[src/source/axi_pkg.sv]
// AXI3 widths, fixed field codes, address, write and read channel structs
package axi_pkg;

  //////////////////////////////////////////////////
  // widths
  //////////////////////////////////////////////////
  localparam int AXI_ID_W    = 4;
  localparam int AXI_ADDR_W  = 32;
  // AXI3 burst length field, up to 16 beats
  localparam int AXI_LEN_W   = 4;
  localparam int AXI_SIZE_W  = 3;
  localparam int AXI_BURST_W = 2;
  localparam int AXI_CACHE_W = 4;
  localparam int AXI_DATA_W  = 32;
  localparam int AXI_STRB_W  = AXI_DATA_W / 8;

  //////////////////////////////////////////////////
  // field codes
  //////////////////////////////////////////////////
  // 4 bytes per beat
  localparam logic [AXI_SIZE_W-1:0]  AXI_SIZE_4B    = 3'd2;
  // incrementing burst
  localparam logic [AXI_BURST_W-1:0] AXI_BURST_INCR = 2'd1;
  // device, non-bufferable
  localparam logic [AXI_CACHE_W-1:0] AXI_CACHE_DEV  = 4'd0;

  //////////////////////////////////////////////////
  // channel payloads
  //////////////////////////////////////////////////
  // shared by AW and AR
  typedef struct packed {
    logic [AXI_ID_W-1:0]    id;
    logic [AXI_ADDR_W-1:0]  addr;
    logic [AXI_LEN_W-1:0]   len;
    logic [AXI_SIZE_W-1:0]  size;
    logic [AXI_BURST_W-1:0] burst;
    logic [AXI_CACHE_W-1:0] cache;
  } axi_addr_t;

  // W beat, AXI3 still carries WID
  typedef struct packed {
    logic [AXI_ID_W-1:0]   id;
    logic [AXI_DATA_W-1:0] data;
    logic [AXI_STRB_W-1:0] strb;
    logic                  last;
  } axi_w_t;

  // R beat, response code not used
  typedef struct packed {
    logic [AXI_ID_W-1:0]   id;
    logic [AXI_DATA_W-1:0] data;
    logic                  last;
  } axi_r_t;

endpackage

[src/source/brg_pkg.sv]
// internal bus widths, command struct, write beat struct, read beat struct
package brg_pkg;

  //////////////////////////////////////////////////
  // widths
  //////////////////////////////////////////////////
  // word address, byte offset implied by bus width
  localparam int BRG_ADDR_W = 30;
  // burst length in beats, 1..16 used
  localparam int BRG_LEN_W  = 6;
  localparam int BRG_DATA_W = 32;
  localparam int BRG_BE_W   = BRG_DATA_W / 8;
  // requester tag
  localparam int BRG_ID_W   = 2;

  //////////////////////////////////////////////////
  // payloads
  //////////////////////////////////////////////////
  // one command from the internal bus
  typedef struct packed {
    logic [BRG_ID_W-1:0]   id;
    logic                  rw;    // 1 = write
    logic [BRG_ADDR_W-1:0] addr;
    logic [BRG_LEN_W-1:0]  len;
  } brg_cmd_t;

  // one write beat
  typedef struct packed {
    logic [BRG_BE_W-1:0]   be;
    logic [BRG_DATA_W-1:0] data;
  } brg_wdat_t;

  // one read beat back to the requester
  typedef struct packed {
    logic [BRG_ID_W-1:0]   id;
    logic [BRG_DATA_W-1:0] data;
    logic                  last;
  } brg_rdat_t;

endpackage

[src/source/axi_bridge_top.sv]
// bridge top level, intake slices, write data FIFO, pending write FIFO, control
module axi_bridge_top #(
  parameter int P_WD_DEPTH  = 4,
  parameter int P_RAW_DEPTH = 4
) (
  input  logic                clk_core,
  input  logic                rst_x,
  // internal command port
  input  logic                i_brg_req,
  input  brg_pkg::brg_cmd_t   i_brg_cmd,
  output logic                o_brg_ack,
  // internal write data port
  input  logic                i_brg_wdvalid,
  input  brg_pkg::brg_wdat_t  i_brg_wdat,
  output logic                o_brg_wack,
  // read return
  output logic                o_brg_rdvalid,
  output brg_pkg::brg_rdat_t  o_brg_rdat,
  // AXI write address
  output logic                o_awvalid,
  output axi_pkg::axi_addr_t  o_aw,
  input  logic                i_awready,
  // AXI write data
  output logic                o_wvalid,
  output axi_pkg::axi_w_t     o_w,
  input  logic                i_wready,
  // AXI write response
  input  logic                i_bvalid,
  output logic                o_bready,
  // AXI read address
  output logic                o_arvalid,
  output axi_pkg::axi_addr_t  o_ar,
  input  logic                i_arready,
  // AXI read data
  input  logic                i_rvalid,
  input  axi_pkg::axi_r_t     i_r,
  output logic                o_rready
);
  import brg_pkg::*;

  //////////////////////////////////////////////////
  // internal wires
  //////////////////////////////////////////////////
  // command slice to control
  logic      w_cmd_valid;
  brg_cmd_t  w_cmd;
  logic      w_cmd_take;
  // data slice to write data FIFO
  logic      w_wd_valid;
  brg_wdat_t w_wd_slice;
  logic      w_wd_full;
  // write data FIFO to control
  logic      w_wd_empty;
  brg_wdat_t w_wd_head;
  logic      w_wd_pop;
  // pending write tracking
  logic      w_raw_hit;
  logic      w_raw_full;
  logic      w_raw_push;

  // every B pops the pending write FIFO, never stalled
  assign o_bready = 1'b1;

  //////////////////////////////////////////////////
  // intake
  //////////////////////////////////////////////////
  brg_in_slice #(.T_PAYLOAD(brg_cmd_t)) u_cmd_slice (
    .clk_core (clk_core),
    .rst_x    (rst_x),
    .i_stb    (i_brg_req),
    .i_data   (i_brg_cmd),
    .o_ack    (o_brg_ack),
    .o_valid  (w_cmd_valid),
    .o_data   (w_cmd),
    .i_take   (w_cmd_take)
  );

  // held while the FIFO is full
  brg_in_slice #(.T_PAYLOAD(brg_wdat_t)) u_wd_slice (
    .clk_core (clk_core),
    .rst_x    (rst_x),
    .i_stb    (i_brg_wdvalid),
    .i_data   (i_brg_wdat),
    .o_ack    (o_brg_wack),
    .o_valid  (w_wd_valid),
    .o_data   (w_wd_slice),
    .i_take   (~w_wd_full)
  );

  wdata_fifo #(.P_WD_DEPTH(P_WD_DEPTH)) u_wd_fifo (
    .clk_core (clk_core),
    .rst_x    (rst_x),
    .i_push   (w_wd_valid),
    .i_wdat   (w_wd_slice),
    .o_full   (w_wd_full),
    .i_pop    (w_wd_pop),
    .o_wdat   (w_wd_head),
    .o_empty  (w_wd_empty)
  );

  // check and record against the command in the slice
  raw_addr_fifo #(.P_RAW_DEPTH(P_RAW_DEPTH)) u_raw_fifo (
    .clk_core     (clk_core),
    .rst_x        (rst_x),
    .i_push       (w_raw_push),
    .i_push_addr  (w_cmd.addr),
    .i_pop        (i_bvalid),
    .i_check_addr (w_cmd.addr),
    .o_hit        (w_raw_hit),
    .o_full       (w_raw_full)
  );

  //////////////////////////////////////////////////
  // control
  //////////////////////////////////////////////////
  axi_master_ctrl u_ctrl (
    .clk_core      (clk_core),
    .rst_x         (rst_x),
    .i_cmd_valid   (w_cmd_valid),
    .i_cmd         (w_cmd),
    .o_cmd_take    (w_cmd_take),
    .i_wd_empty    (w_wd_empty),
    .i_wdat        (w_wd_head),
    .o_wd_pop      (w_wd_pop),
    .i_raw_hit     (w_raw_hit),
    .i_raw_full    (w_raw_full),
    .o_raw_push    (w_raw_push),
    .o_awvalid     (o_awvalid),
    .o_aw          (o_aw),
    .i_awready     (i_awready),
    .o_wvalid      (o_wvalid),
    .o_w           (o_w),
    .i_wready      (i_wready),
    .o_arvalid     (o_arvalid),
    .o_ar          (o_ar),
    .i_arready     (i_arready),
    .i_rvalid      (i_rvalid),
    .i_r           (i_r),
    .o_rready      (o_rready),
    .o_brg_rdvalid (o_brg_rdvalid),
    .o_brg_rdat    (o_brg_rdat)
  );

endmodule

[src/source/axi_master_ctrl.sv]
// command issue to AW/AR, write burst sequencer, W drive, read return register
module axi_master_ctrl (
  input  logic               clk_core,
  input  logic               rst_x,
  // command slice
  input  logic               i_cmd_valid,
  input  brg_pkg::brg_cmd_t  i_cmd,
  output logic               o_cmd_take,
  // write data FIFO head
  input  logic               i_wd_empty,
  input  brg_pkg::brg_wdat_t i_wdat,
  output logic               o_wd_pop,
  // pending write tracking
  input  logic               i_raw_hit,
  input  logic               i_raw_full,
  output logic               o_raw_push,
  // AXI master
  output logic               o_awvalid,
  output axi_pkg::axi_addr_t o_aw,
  input  logic               i_awready,
  output logic               o_wvalid,
  output axi_pkg::axi_w_t    o_w,
  input  logic               i_wready,
  output logic               o_arvalid,
  output axi_pkg::axi_addr_t o_ar,
  input  logic               i_arready,
  input  logic               i_rvalid,
  input  axi_pkg::axi_r_t    i_r,
  output logic               o_rready,
  // read return
  output logic               o_brg_rdvalid,
  output brg_pkg::brg_rdat_t o_brg_rdat
);
  import brg_pkg::*;
  import axi_pkg::*;

  typedef enum logic {ST_IDLE = 1'b0, ST_BUSY = 1'b1} wstate_t;

  wstate_t              r_wstate;
  logic [BRG_LEN_W-1:0] r_beat_cnt;  // beats left in the burst
  logic [BRG_ID_W-1:0]  r_wid;       // id of the write in flight
  logic                 r_rdvalid;
  brg_rdat_t            r_rdat;
  logic                 w_idle;
  logic                 w_aw_hs;
  logic                 w_ar_hs;
  logic                 w_w_hs;
  logic                 w_wlast;
  logic [BRG_LEN_W-1:0] w_len_m1;
  axi_addr_t            w_req;

  //////////////////////////////////////////////////
  // command issue
  //////////////////////////////////////////////////
  assign w_idle = (r_wstate == ST_IDLE);
  // write waits for a free pending slot
  assign o_awvalid = w_idle & i_cmd_valid & i_cmd.rw & ~i_raw_full;
  // read waits while its address has a write without B
  assign o_arvalid = w_idle & i_cmd_valid & ~i_cmd.rw & ~i_raw_hit;
  assign w_aw_hs = o_awvalid & i_awready;
  assign w_ar_hs = o_arvalid & i_arready;
  // slice entry freed on either address handshake
  assign o_cmd_take = w_aw_hs | w_ar_hs;
  assign o_raw_push = w_aw_hs;

  // lengths above 16 beats do not fit AXI3
  assign w_len_m1 = i_cmd.len - 1'b1;

  // AW and AR carry the same fields, valid picks the channel
  always_comb begin
    w_req.id    = AXI_ID_W'(i_cmd.id);
    w_req.addr  = {i_cmd.addr, {(AXI_ADDR_W - BRG_ADDR_W){1'b0}}};
    w_req.len   = w_len_m1[AXI_LEN_W-1:0];
    w_req.size  = AXI_SIZE_4B;
    w_req.burst = AXI_BURST_INCR;
    w_req.cache = AXI_CACHE_DEV;
  end
  assign o_aw = w_req;
  assign o_ar = w_req;

  //////////////////////////////////////////////////
  // write sequencer
  //////////////////////////////////////////////////
  assign o_wvalid = (r_wstate == ST_BUSY) & ~i_wd_empty;
  assign w_w_hs   = o_wvalid & i_wready;
  assign w_wlast  = (r_beat_cnt == BRG_LEN_W'(1));
  assign o_wd_pop = w_w_hs;

  // busy from AW handshake until the last W handshake
  always_ff @(posedge clk_core or negedge rst_x) begin
    if (!rst_x) begin
      r_wstate   <= ST_IDLE;
      r_beat_cnt <= '0;
    end else begin
      case (r_wstate)
        ST_IDLE: begin
          if (w_aw_hs) begin
            r_wstate   <= ST_BUSY;
            r_beat_cnt <= i_cmd.len;
          end
        end
        ST_BUSY: begin
          if (w_w_hs) begin
            r_beat_cnt <= r_beat_cnt - 1'b1;
            if (w_wlast) r_wstate <= ST_IDLE;
          end
        end
      endcase
    end
  end

  always_ff @(posedge clk_core) begin
    if (w_aw_hs) r_wid <= i_cmd.id;
  end

  always_comb begin
    o_w.id   = AXI_ID_W'(r_wid);
    o_w.data = i_wdat.data;
    o_w.strb = i_wdat.be;
    o_w.last = w_wlast;
  end

  //////////////////////////////////////////////////
  // read return, one cycle behind R
  //////////////////////////////////////////////////
  assign o_rready = 1'b1;

  always_ff @(posedge clk_core or negedge rst_x) begin
    if (!rst_x) begin
      r_rdvalid <= 1'b0;
    end else begin
      r_rdvalid <= i_rvalid;
    end
  end

  // low id bits are the internal tag
  always_ff @(posedge clk_core) begin
    r_rdat.id   <= i_r.id[BRG_ID_W-1:0];
    r_rdat.data <= i_r.data;
    r_rdat.last <= i_r.last;
  end

  assign o_brg_rdvalid = r_rdvalid;
  assign o_brg_rdat    = r_rdat;

endmodule

[src/source/brg_in_slice.sv]
// one-entry strobe/ack holding register for any payload type
module brg_in_slice #(
  parameter type T_PAYLOAD = logic
) (
  input  logic     clk_core,
  input  logic     rst_x,
  // bus side, one-cycle strobe
  input  logic     i_stb,
  input  T_PAYLOAD i_data,
  output logic     o_ack,
  // consumer side
  output logic     o_valid,
  output T_PAYLOAD o_data,
  input  logic     i_take
);

  //////////////////////////////////////////////////
  // state
  //////////////////////////////////////////////////
  logic     r_full;
  T_PAYLOAD r_data;
  logic     w_accept;
  logic     w_release;

  // source only strobes while ack is high
  assign w_accept  = i_stb & ~r_full;
  // take has no effect on an empty entry
  assign w_release = r_full & i_take;

  // full flag, accept and release never coincide
  always_ff @(posedge clk_core or negedge rst_x) begin
    if (!rst_x) begin
      r_full <= 1'b0;
    end else if (w_accept) begin
      r_full <= 1'b1;
    end else if (w_release) begin
      r_full <= 1'b0;
    end
  end

  // payload capture
  always_ff @(posedge clk_core) begin
    if (w_accept) begin
      r_data <= i_data;
    end
  end

  //////////////////////////////////////////////////
  // outputs
  //////////////////////////////////////////////////
  // ack low from acceptance until the take
  assign o_ack   = ~r_full;
  // payload visible one cycle after the strobe
  assign o_valid = r_full;
  assign o_data  = r_data;

endmodule

[src/source/raw_addr_fifo.sv]
// pending write address FIFO with associative match on a read address
module raw_addr_fifo #(
  parameter int P_RAW_DEPTH = 4
) (
  input  logic                           clk_core,
  input  logic                           rst_x,
  // AW handshake records the word address
  input  logic                           i_push,
  input  logic [brg_pkg::BRG_ADDR_W-1:0] i_push_addr,
  // B response retires the oldest entry
  input  logic                           i_pop,
  // address of the command waiting in the slice
  input  logic [brg_pkg::BRG_ADDR_W-1:0] i_check_addr,
  output logic                           o_hit,
  output logic                           o_full
);
  import brg_pkg::*;

  localparam int PTR_W = (P_RAW_DEPTH > 1) ? $clog2(P_RAW_DEPTH) : 1;

  //////////////////////////////////////////////////
  // entries
  //////////////////////////////////////////////////
  logic [BRG_ADDR_W-1:0]  r_addr [P_RAW_DEPTH];
  logic [P_RAW_DEPTH-1:0] r_vld;
  logic [PTR_W-1:0]       r_wr_ptr;
  logic [PTR_W-1:0]       r_rd_ptr;
  logic [P_RAW_DEPTH-1:0] w_match;
  logic                   w_wr;
  logic                   w_rd;

  function automatic logic [PTR_W-1:0] f_next(input logic [PTR_W-1:0] ptr);
    return (ptr == PTR_W'(P_RAW_DEPTH - 1)) ? '0 : ptr + 1'b1;
  endfunction

  // every slot holds an outstanding write
  assign o_full = &r_vld;
  assign w_wr   = i_push & ~o_full;
  // B without a pending write is dropped
  assign w_rd   = i_pop & r_vld[r_rd_ptr];

  // valid bits and pointers
  // push needs a free slot, pop a valid one, so never the same slot
  always_ff @(posedge clk_core or negedge rst_x) begin
    if (!rst_x) begin
      r_vld    <= '0;
      r_wr_ptr <= '0;
      r_rd_ptr <= '0;
    end else begin
      if (w_wr) begin
        r_vld[r_wr_ptr] <= 1'b1;
        r_wr_ptr        <= f_next(r_wr_ptr);
      end
      if (w_rd) begin
        r_vld[r_rd_ptr] <= 1'b0;
        r_rd_ptr        <= f_next(r_rd_ptr);
      end
    end
  end

  always_ff @(posedge clk_core) begin
    if (w_wr) r_addr[r_wr_ptr] <= i_push_addr;
  end

  //////////////////////////////////////////////////
  // hazard match
  //////////////////////////////////////////////////
  // only valid slots compare, empty FIFO never hits
  always_comb begin
    for (int i = 0; i < P_RAW_DEPTH; i++) begin
      w_match[i] = r_vld[i] & (r_addr[i] == i_check_addr);
    end
  end

  assign o_hit = |w_match;

endmodule

[src/source/wdata_fifo.sv]
// write data FIFO, circular buffer with count, first word fall through
module wdata_fifo #(
  parameter int P_WD_DEPTH = 4
) (
  input  logic               clk_core,
  input  logic               rst_x,
  input  logic               i_push,
  input  brg_pkg::brg_wdat_t i_wdat,
  output logic               o_full,
  input  logic               i_pop,
  output brg_pkg::brg_wdat_t o_wdat,
  output logic               o_empty
);
  import brg_pkg::*;

  localparam int PTR_W = (P_WD_DEPTH > 1) ? $clog2(P_WD_DEPTH) : 1;
  localparam int CNT_W = $clog2(P_WD_DEPTH + 1);

  brg_wdat_t        r_mem [P_WD_DEPTH];
  logic [PTR_W-1:0] r_wr_ptr;
  logic [PTR_W-1:0] r_rd_ptr;
  logic [CNT_W-1:0] r_count;
  logic             w_wr;
  logic             w_rd;

  // pointer advance, wraps at depth
  function automatic logic [PTR_W-1:0] f_next(input logic [PTR_W-1:0] ptr);
    return (ptr == PTR_W'(P_WD_DEPTH - 1)) ? '0 : ptr + 1'b1;
  endfunction

  // ignore push when full, pop when empty
  assign w_wr = i_push & ~o_full;
  assign w_rd = i_pop & ~o_empty;

  always_ff @(posedge clk_core or negedge rst_x) begin
    if (!rst_x) begin
      r_wr_ptr <= '0;
      r_rd_ptr <= '0;
      r_count  <= '0;
    end else begin
      if (w_wr) r_wr_ptr <= f_next(r_wr_ptr);
      if (w_rd) r_rd_ptr <= f_next(r_rd_ptr);
      r_count <= r_count + CNT_W'(w_wr) - CNT_W'(w_rd);
    end
  end

  // storage
  always_ff @(posedge clk_core) begin
    if (w_wr) r_mem[r_wr_ptr] <= i_wdat;
  end

  // head beat drives W directly
  assign o_wdat  = r_mem[r_rd_ptr];
  assign o_full  = (r_count == CNT_W'(P_WD_DEPTH));
  assign o_empty = (r_count == '0);

endmodule

[config.mk]
export PLATFORM = sky130hd
export DESIGN_NAME = axi_bridge_top
export DESIGN_NICKNAME = d
export VERILOG_FILES = /design/src/source/axi_pkg.sv /design/src/source/brg_pkg.sv /design/src/source/axi_bridge_top.sv /design/src/source/axi_master_ctrl.sv /design/src/source/brg_in_slice.sv /design/src/source/raw_addr_fifo.sv /design/src/source/wdata_fifo.sv
export SDC_FILE = /design/constraint.sdc
export NUM_CORES = 1
export LEC_CHECK = 0
export ABC_AREA = 1
export BUFFER_PORTS_ARGS = -buffer_cell sky130_fd_sc_hd__buf_2
export CAP_MARGIN = 10
export CORE_ASPECT_RATIO = 1.5
export CORE_MARGIN = 3
export CORE_UTILIZATION = 30
export DETAILED_ROUTE_END_ITERATION = 8
export HOLD_SLACK_MARGIN = 0.02
export PLACE_DENSITY = 0.48
export SLEW_MARGIN = 30
export SYNTH_ARGS = -nofsm -noshare
export SYNTH_HDL_FRONTEND = slang
export SYNTH_SLANG_ARGS = --single-unit
[constraint.sdc]
create_clock -name clk_core -period 3.2 [get_ports clk_core]
set_input_delay 0.32 -clock clk_core [delete_from_list [all_inputs] [get_ports clk_core]]
set_output_delay 0.32 -clock clk_core [all_outputs]
set_load 0.1 [all_outputs]
# After elaboration in Yosys (flattened, before gate mapping)
# Memories as Yosys holds them, arrays and structs flattened.
# Cells that the tools add are included.
# op_classes
add_sub_neg	8
magnitude_cmp	4
eq_ne	12
muxes	27
bitwise_logic	32
reduce_logical	8
# ops
cell	n
$eq A30 B30 Y1	4
$and A1 B1 Y1	20
$mux W1	14
$mux W6	2
$pmux W6 S2	1
$add A2 B1 Y2 const B	4
$eq A2 B2 Y1 const B	4
$mux W2	4
$mux W4	2
$not A1 Y1	8
$eq A6 B1 Y1 const B	1
$lt A2 B3 Y1 const B	2
$sub A6 B1 Y6 const B	1
$and A4 B4 Y4	1
$demux W1 S2	2
$ge A2 B1 Y1 const B	2
$ne A2 B2 Y1 const B	2
$not A4 Y4	1
$or A4 B4 Y4	1
$reduce_and A4 Y1	1
$reduce_bool A2 Y1	2
$reduce_or A4 Y1	1
$sub A4 B1 Y4 const B	1
$add A3 B1 Y3	1
8 further kinds	9
# word_totals
ff_bits	137
mem_bits_rw	264
elab_cells	114
memories	2
# mem_list
name	depth	word_bits	read_ports	rd_ports_with_merged_regs	write_ports	line_no	text
u_wd_fifo.r_mem	4	36	1	0	1	wdata_fifo.sv:19	brg_wdat_t r_mem [P_WD_DEPTH];
u_raw_fifo.r_addr	4	30	4	0	1	raw_addr_fifo.sv:24	logic [BRG_ADDR_W-1:0] r_addr [P_RAW_DEPTH];

# Depth between registers and ports, before layout
# An unclocked memory read counts as a cell.
# logic_depth
depth_word	11
ltp_mapped	13
depth_no_buf	12

# By module
# A second synthesis with hierarchy kept.
# hier_totals
hier_cells	1551
area_unflattened_um2	17201.5
# by_module_without_submodules
module	n_inst	cells_each	area_each_um2
raw_addr_fifo	1	719	6212.2
wdata_fifo	1	477	6190.9
axi_master_ctrl	1	263	2426.1
brg_in_slice (u_cmd_slice)	1	46	1223.7
brg_in_slice (u_wd_slice)	1	43	1133.6
axi_bridge_top	1	3	15.0

# Least setup slack after synthesis
# OpenSTA, ideal clock, no wires.
# synth_path
path_kind	register to output
startpoint	register u_cmd_slice.r_data (netlist bit u_cmd_slice.o_data[0])
endpoint	output port o_aw[12] in the netlist's numbering
t_arrival_ns	3.364
setup_slack_ns	-0.484
path_stages_with_launch	5
n_path_buf	1
cell_sequence	edfxtp_1 inv_1 nand3_1 xnor2_1 buf_4
# synth_rtl
item	line_no	text
start, declared	brg_in_slice.sv:21	T_PAYLOAD r_data;
start signal, assigned	brg_in_slice.sv:44	r_data <= i_data;
end, declared	axi_bridge_top.sv:21	output axi_pkg::axi_addr_t o_aw,

# Worst setup path after layout
# layout_path
startpoint	register u_cmd_slice.r_data (netlist bit u_cmd_slice.o_data[9])
endpoint	output port o_arvalid
# layout_via
elab_chain_len	5
elab_cells_between_ends	11
classes_between	eq/ne (4); bitwise (6); reduce/logical (1)
# layout_rtl
item	line_no	text
$eq A30 B30 Y1	raw_addr_fifo.sv:71	w_match[i] = r_vld[i] & (r_addr[i] == i_check_addr);
$and A1 B1 Y1	raw_addr_fifo.sv:71	
$reduce_or A4 Y1 *	raw_addr_fifo.sv:75	assign o_hit = |w_match;
$not A1 Y1 *	axi_master_ctrl.sv:59	assign o_arvalid = w_idle & i_cmd_valid & ~i_cmd.rw & ~i_raw_hit;
$and A1 B1 Y1 *	axi_master_ctrl.sv:59	
end, declared	axi_bridge_top.sv:31	output logic o_arvalid,
# Every way passes the cells marked *; elsewhere a longest branch is shown, timed or not.

==> metrics.md <==
| Metric | Value |
|---|---|
| Crit path DAT | 2.61 ns |
| Syn Area/Cell | 11.99 um2 |
| Chip width | 196.2 um |
| Total number of vias | 10470 |
| CTS tree | done |
| Global routing usage on met1 | 15.74% |
| Post-synth top area share | 62.91% |
| FF+latch count, synth | 401 |
| First-pass GRT wire length | 62900 um |
| Final Max Slew Viols | 0 |
| Cell row count | 103 |
| Placed cells | 2240 |
| Maximum VDD drop | 1.131 mV |
| Initial core utilization | 30.66% |
| Clk sink count | 401 |
| Leakage | 8.409 nW |
| Hold path depth | 4 |
| Remaining global-route overflow | 0 |
| Area leader, netlist | edfxtp_1 |
| FF+latch area | 11570 um2 |
| Share of cells above drive strength 1 | 22.77% |
| Worst min path class | in -> reg |
| Routed Antenna Nets | 0 |
| CTS H-tree lvls | 2 |
| P&R area growth vs syn | 26.55% |
| Final hold slack | 0.1033 ns |
| Grt met2 use | 26.63% |
| Final setup fails | 0 |
| Initial antenna violation count | 1 |
| Routed len/inst | ~17 um |
| Maxcap violations | 0 |
| Fin util | 38.79% |
| Root buffer cell | clkbuf_16 |
| Crit share post-route | 91.56% |
| Skew-Pair Late Insertion Delay | 0.56 ns |
| GPL Wtd Cong | 0.8521 |
| DR DRC count | 0 |
| Part of the Yosys area used for sequential elements | 71.06% |
| Core area | about 53000 um2 |
| Post-Layout Cell Count | 2432 |
| RSZ-0062 raised after global routing | no |
| Die area | 57140 um2 |
| Via-to-Cell Ratio | 4.303 |
| Status | completed |
| Synth Instances | ~1400 |
| Setup Skew | between 0.015 and 0.02 ns |
| Power per cell area | between 900 and 1000 nW/um2 |
| Max Freq | between 0.3 and 0.4 GHz |
| Setup crit end kind | output port |
| Detailed-router iteration count before antenna repair | 5 |
| GR Util met3 | 3.450% |
| PortBufs | 270 |
| GR peak layer | met2 |
| Multi-input logic area | 3467 um2 |
| Largest net degree at the start of global routing | 75 |
| Final wirelength | 41250 um |
| Clock transition at path regs | 0.06 ns |
| Vias in the first global route | 10790 |
| Min Clock Period, post-route | 2.930 ns |
| Synth unique cells | 40 |
| Startpoint Class | register |
| Warnings from Yosys | 0 |
| CP Class | reg -> out |
| Synth top area cells | edfxtp_1 (63%), nand2_1 (6.3%), buf_4 (4.6%) |
| Total track usage | between 10% and 20% |
| Post-Route Setup TNS | 0 ns |
| Post-synthesis cell area | 16280 um2 |
| Number of buffers created by CTS | 42 |
| DP Wirelength | 27620 um |
| Fin nets | 1854 |
| Final hold viol count | 0 |
| IO Pins | 303 |
| Worst Path Max Fanout | 11 |
| DR iter-0 viols | 492 |
| Measured slew at the worst slew-check pin | just under 0.8 ns |
| Cells on worst reg2reg path | 9 |
| Die height | about 300 um |
| Slew HR | 46.93% |
| Longest Clk Path Bufs | 3 |
| Fillers | 5121 |
| Critical path required time | approximately 2.9 ns |
## through the flow
stage,power [W],area (um2),worst slack [ns]
after CTS,0.02017,20590,0.1538
after floorplan,0.01323,16400,-0.1825
after detailed placement,0.01503,18080,0.7645
after global placement,0.01495,18080,0.7617
final,0.01981,20600,0.2702
after global routing,0.02080,20590,0.02888
## sequential cells by signal, indices dropped and copies added, names as in the netlist
register,flops
u_cmd_slice.o_valid,1
u_ctrl.o_brg_rdat,35
u_ctrl.r_beat_cnt,6
u_wd_slice.o_data,36
u_raw_fifo.r_wr_ptr,2
u_ctrl.r_wid,2
u_wd_slice.o_valid,1
u_wd_fifo.r_wr_ptr,2
u_raw_fifo.r_rd_ptr,2
u_wd_fifo.r_count,3
u_raw_fifo.r_addr,120
u_ctrl.r_wstate,1
u_wd_fifo.r_rd_ptr,2
u_wd_fifo.r_mem,144
u_raw_fifo.r_vld,4
u_cmd_slice.o_data,39
u_ctrl.o_brg_rdvalid,1
## cell usage in the layout, fill, tap and decap left out, types with 4 or more instances in the layout
| cell type | instances |
|---|---|
| buf_12 | 6 |
| buf_2 | 264 |
| buf_4 | 26 |
| clkbuf_1 | 7 |
| clkbuf_16 | 42 |
| clkbuf_8 | 7 |
| clkinv_2 | 10 |
| conb_1 | 30 |
| dfrtp_1 | 24 |
| dfxtp_1 | 35 |
| dlygate4sd3_1 | 112 |
| edfxtp_1 | 341 |
| ha_1 | 18 |
| inv_1 | 141 |
| nand2_1 | 273 |
| nand3_1 | 11 |
| nand4_1 | 10 |
| nor2_1 | 155 |
| nor2_2 | 4 |
| nor2_4 | 6 |
| o21ai_0 | 116 |
| o22ai_1 | 38 |
| or2_2 | 4 |
| xnor2_1 | 17 |
| xor2_1 | 7 |
## layer usage
metal,routed length [um],vias to the layer above
met4,1224,0
li1,-,5137
met2,21920,314
met5,0,-
met3,2608,64
met1,15490,4951
## report_power, final
group          internal (W)  switching [W]
combinational       0.00143        0.00632
sequential          0.00669       0.000439
clock               0.00285        0.00209
## kinds of logic (layout without fill, tap and decap cells)
logic type      Yosys count  after routing  share of synthesized area [%]
simple gates            472            472                          11.45
flops                   401            401                          71.06
buf+inv                 269            632                          8.671
compound gates          168            168                          5.865
xor+xnor                 26             26                          1.399
fa+ha+maj                19             19                          1.507
other cells               2             32                        0.04614
## cell usage after synthesis
master,number
inv_4,1
o211ai_1,3
buf_4,99
nor2_1,164
dfrtp_1,25
a21oi_2,1
o21ai_1,1
conb_1,2
a32oi_1,1
a21oi_1,2
or2_2,4
nand4_1,10
a31oi_4,1
fa_1,1
xor2_1,8
inv_2,2
buf_6,1
or2_0,2
and3_1,1
buf_2,2
ha_1,18
o21ai_2,3
clkbuf_2,1
buf_12,1
nand2_1,273
nor3_1,1
o21ai_0,116
dfxtp_1,35
nand2_4,3
or2_1,1
clkbuf_1,20
nand2_2,1
o22ai_1,38
edfxtp_1,341
a31oi_1,1
a41oi_4,1
nand3_1,11
nor2_4,1
inv_1,142
xnor2_1,18
## critical path, stage by stage (launching register included)
cell,delay (ns)
edfxtp_1,0.57
inv_1,0.15
o21ai_0,0.35
nor2_1,0.07
nand2_1,0.06
nor2_1,0.05
nand2_1,0.08
nor2_1,0.04
nor2_1,0.12
and3_1,0.21
clkbuf_4,0.34
## path summary, 6_finish.rpt
check / start / endpoint / slack [ns]
worst max-delay path: u_cmd_slice.o_data[9] / o_arvalid / 0.27
min in group asynchronous: rst_x / u_wd_fifo.r_rd_ptr[0] / 0.35
worst min-delay path: i_bvalid / u_raw_fifo.r_vld[3] / 0.10
worst max register to register: u_ctrl.r_wstate / u_wd_fifo.r_count[2] / 0.93
max in group asynchronous: rst_x / u_wd_fifo.r_rd_ptr[0] / 2.36
worst min register to register: u_wd_slice.o_data[28] / u_wd_fifo.r_mem[3][28] / 0.49
## area by class of cell
class / count / area share [%]
flip-flops and latches: 401 / 56.16
multi-input cells: 715 / 16.83
repair buffers: 409 / 13.42
clock buffers: 56 / 5.698
well taps: 682 / 4.143
inverters: 145 / 2.654
clock inverters: 22 / 1.069
diodes: 2 / 0.02430
## timing repair
| action | 4_1_cts | 5_1_grt |
|---|---|---|
| buffers inserted | 0 | 0 |
| endpoints found under the hold margin | 136 | 0 |
| gates resized for setup | 0 | 1 |
| setup endpoints to repair | 0 | 1 |
| hold buffers | 112 | 0 |
No activity file was read; power rests on OpenSTA's default activity.
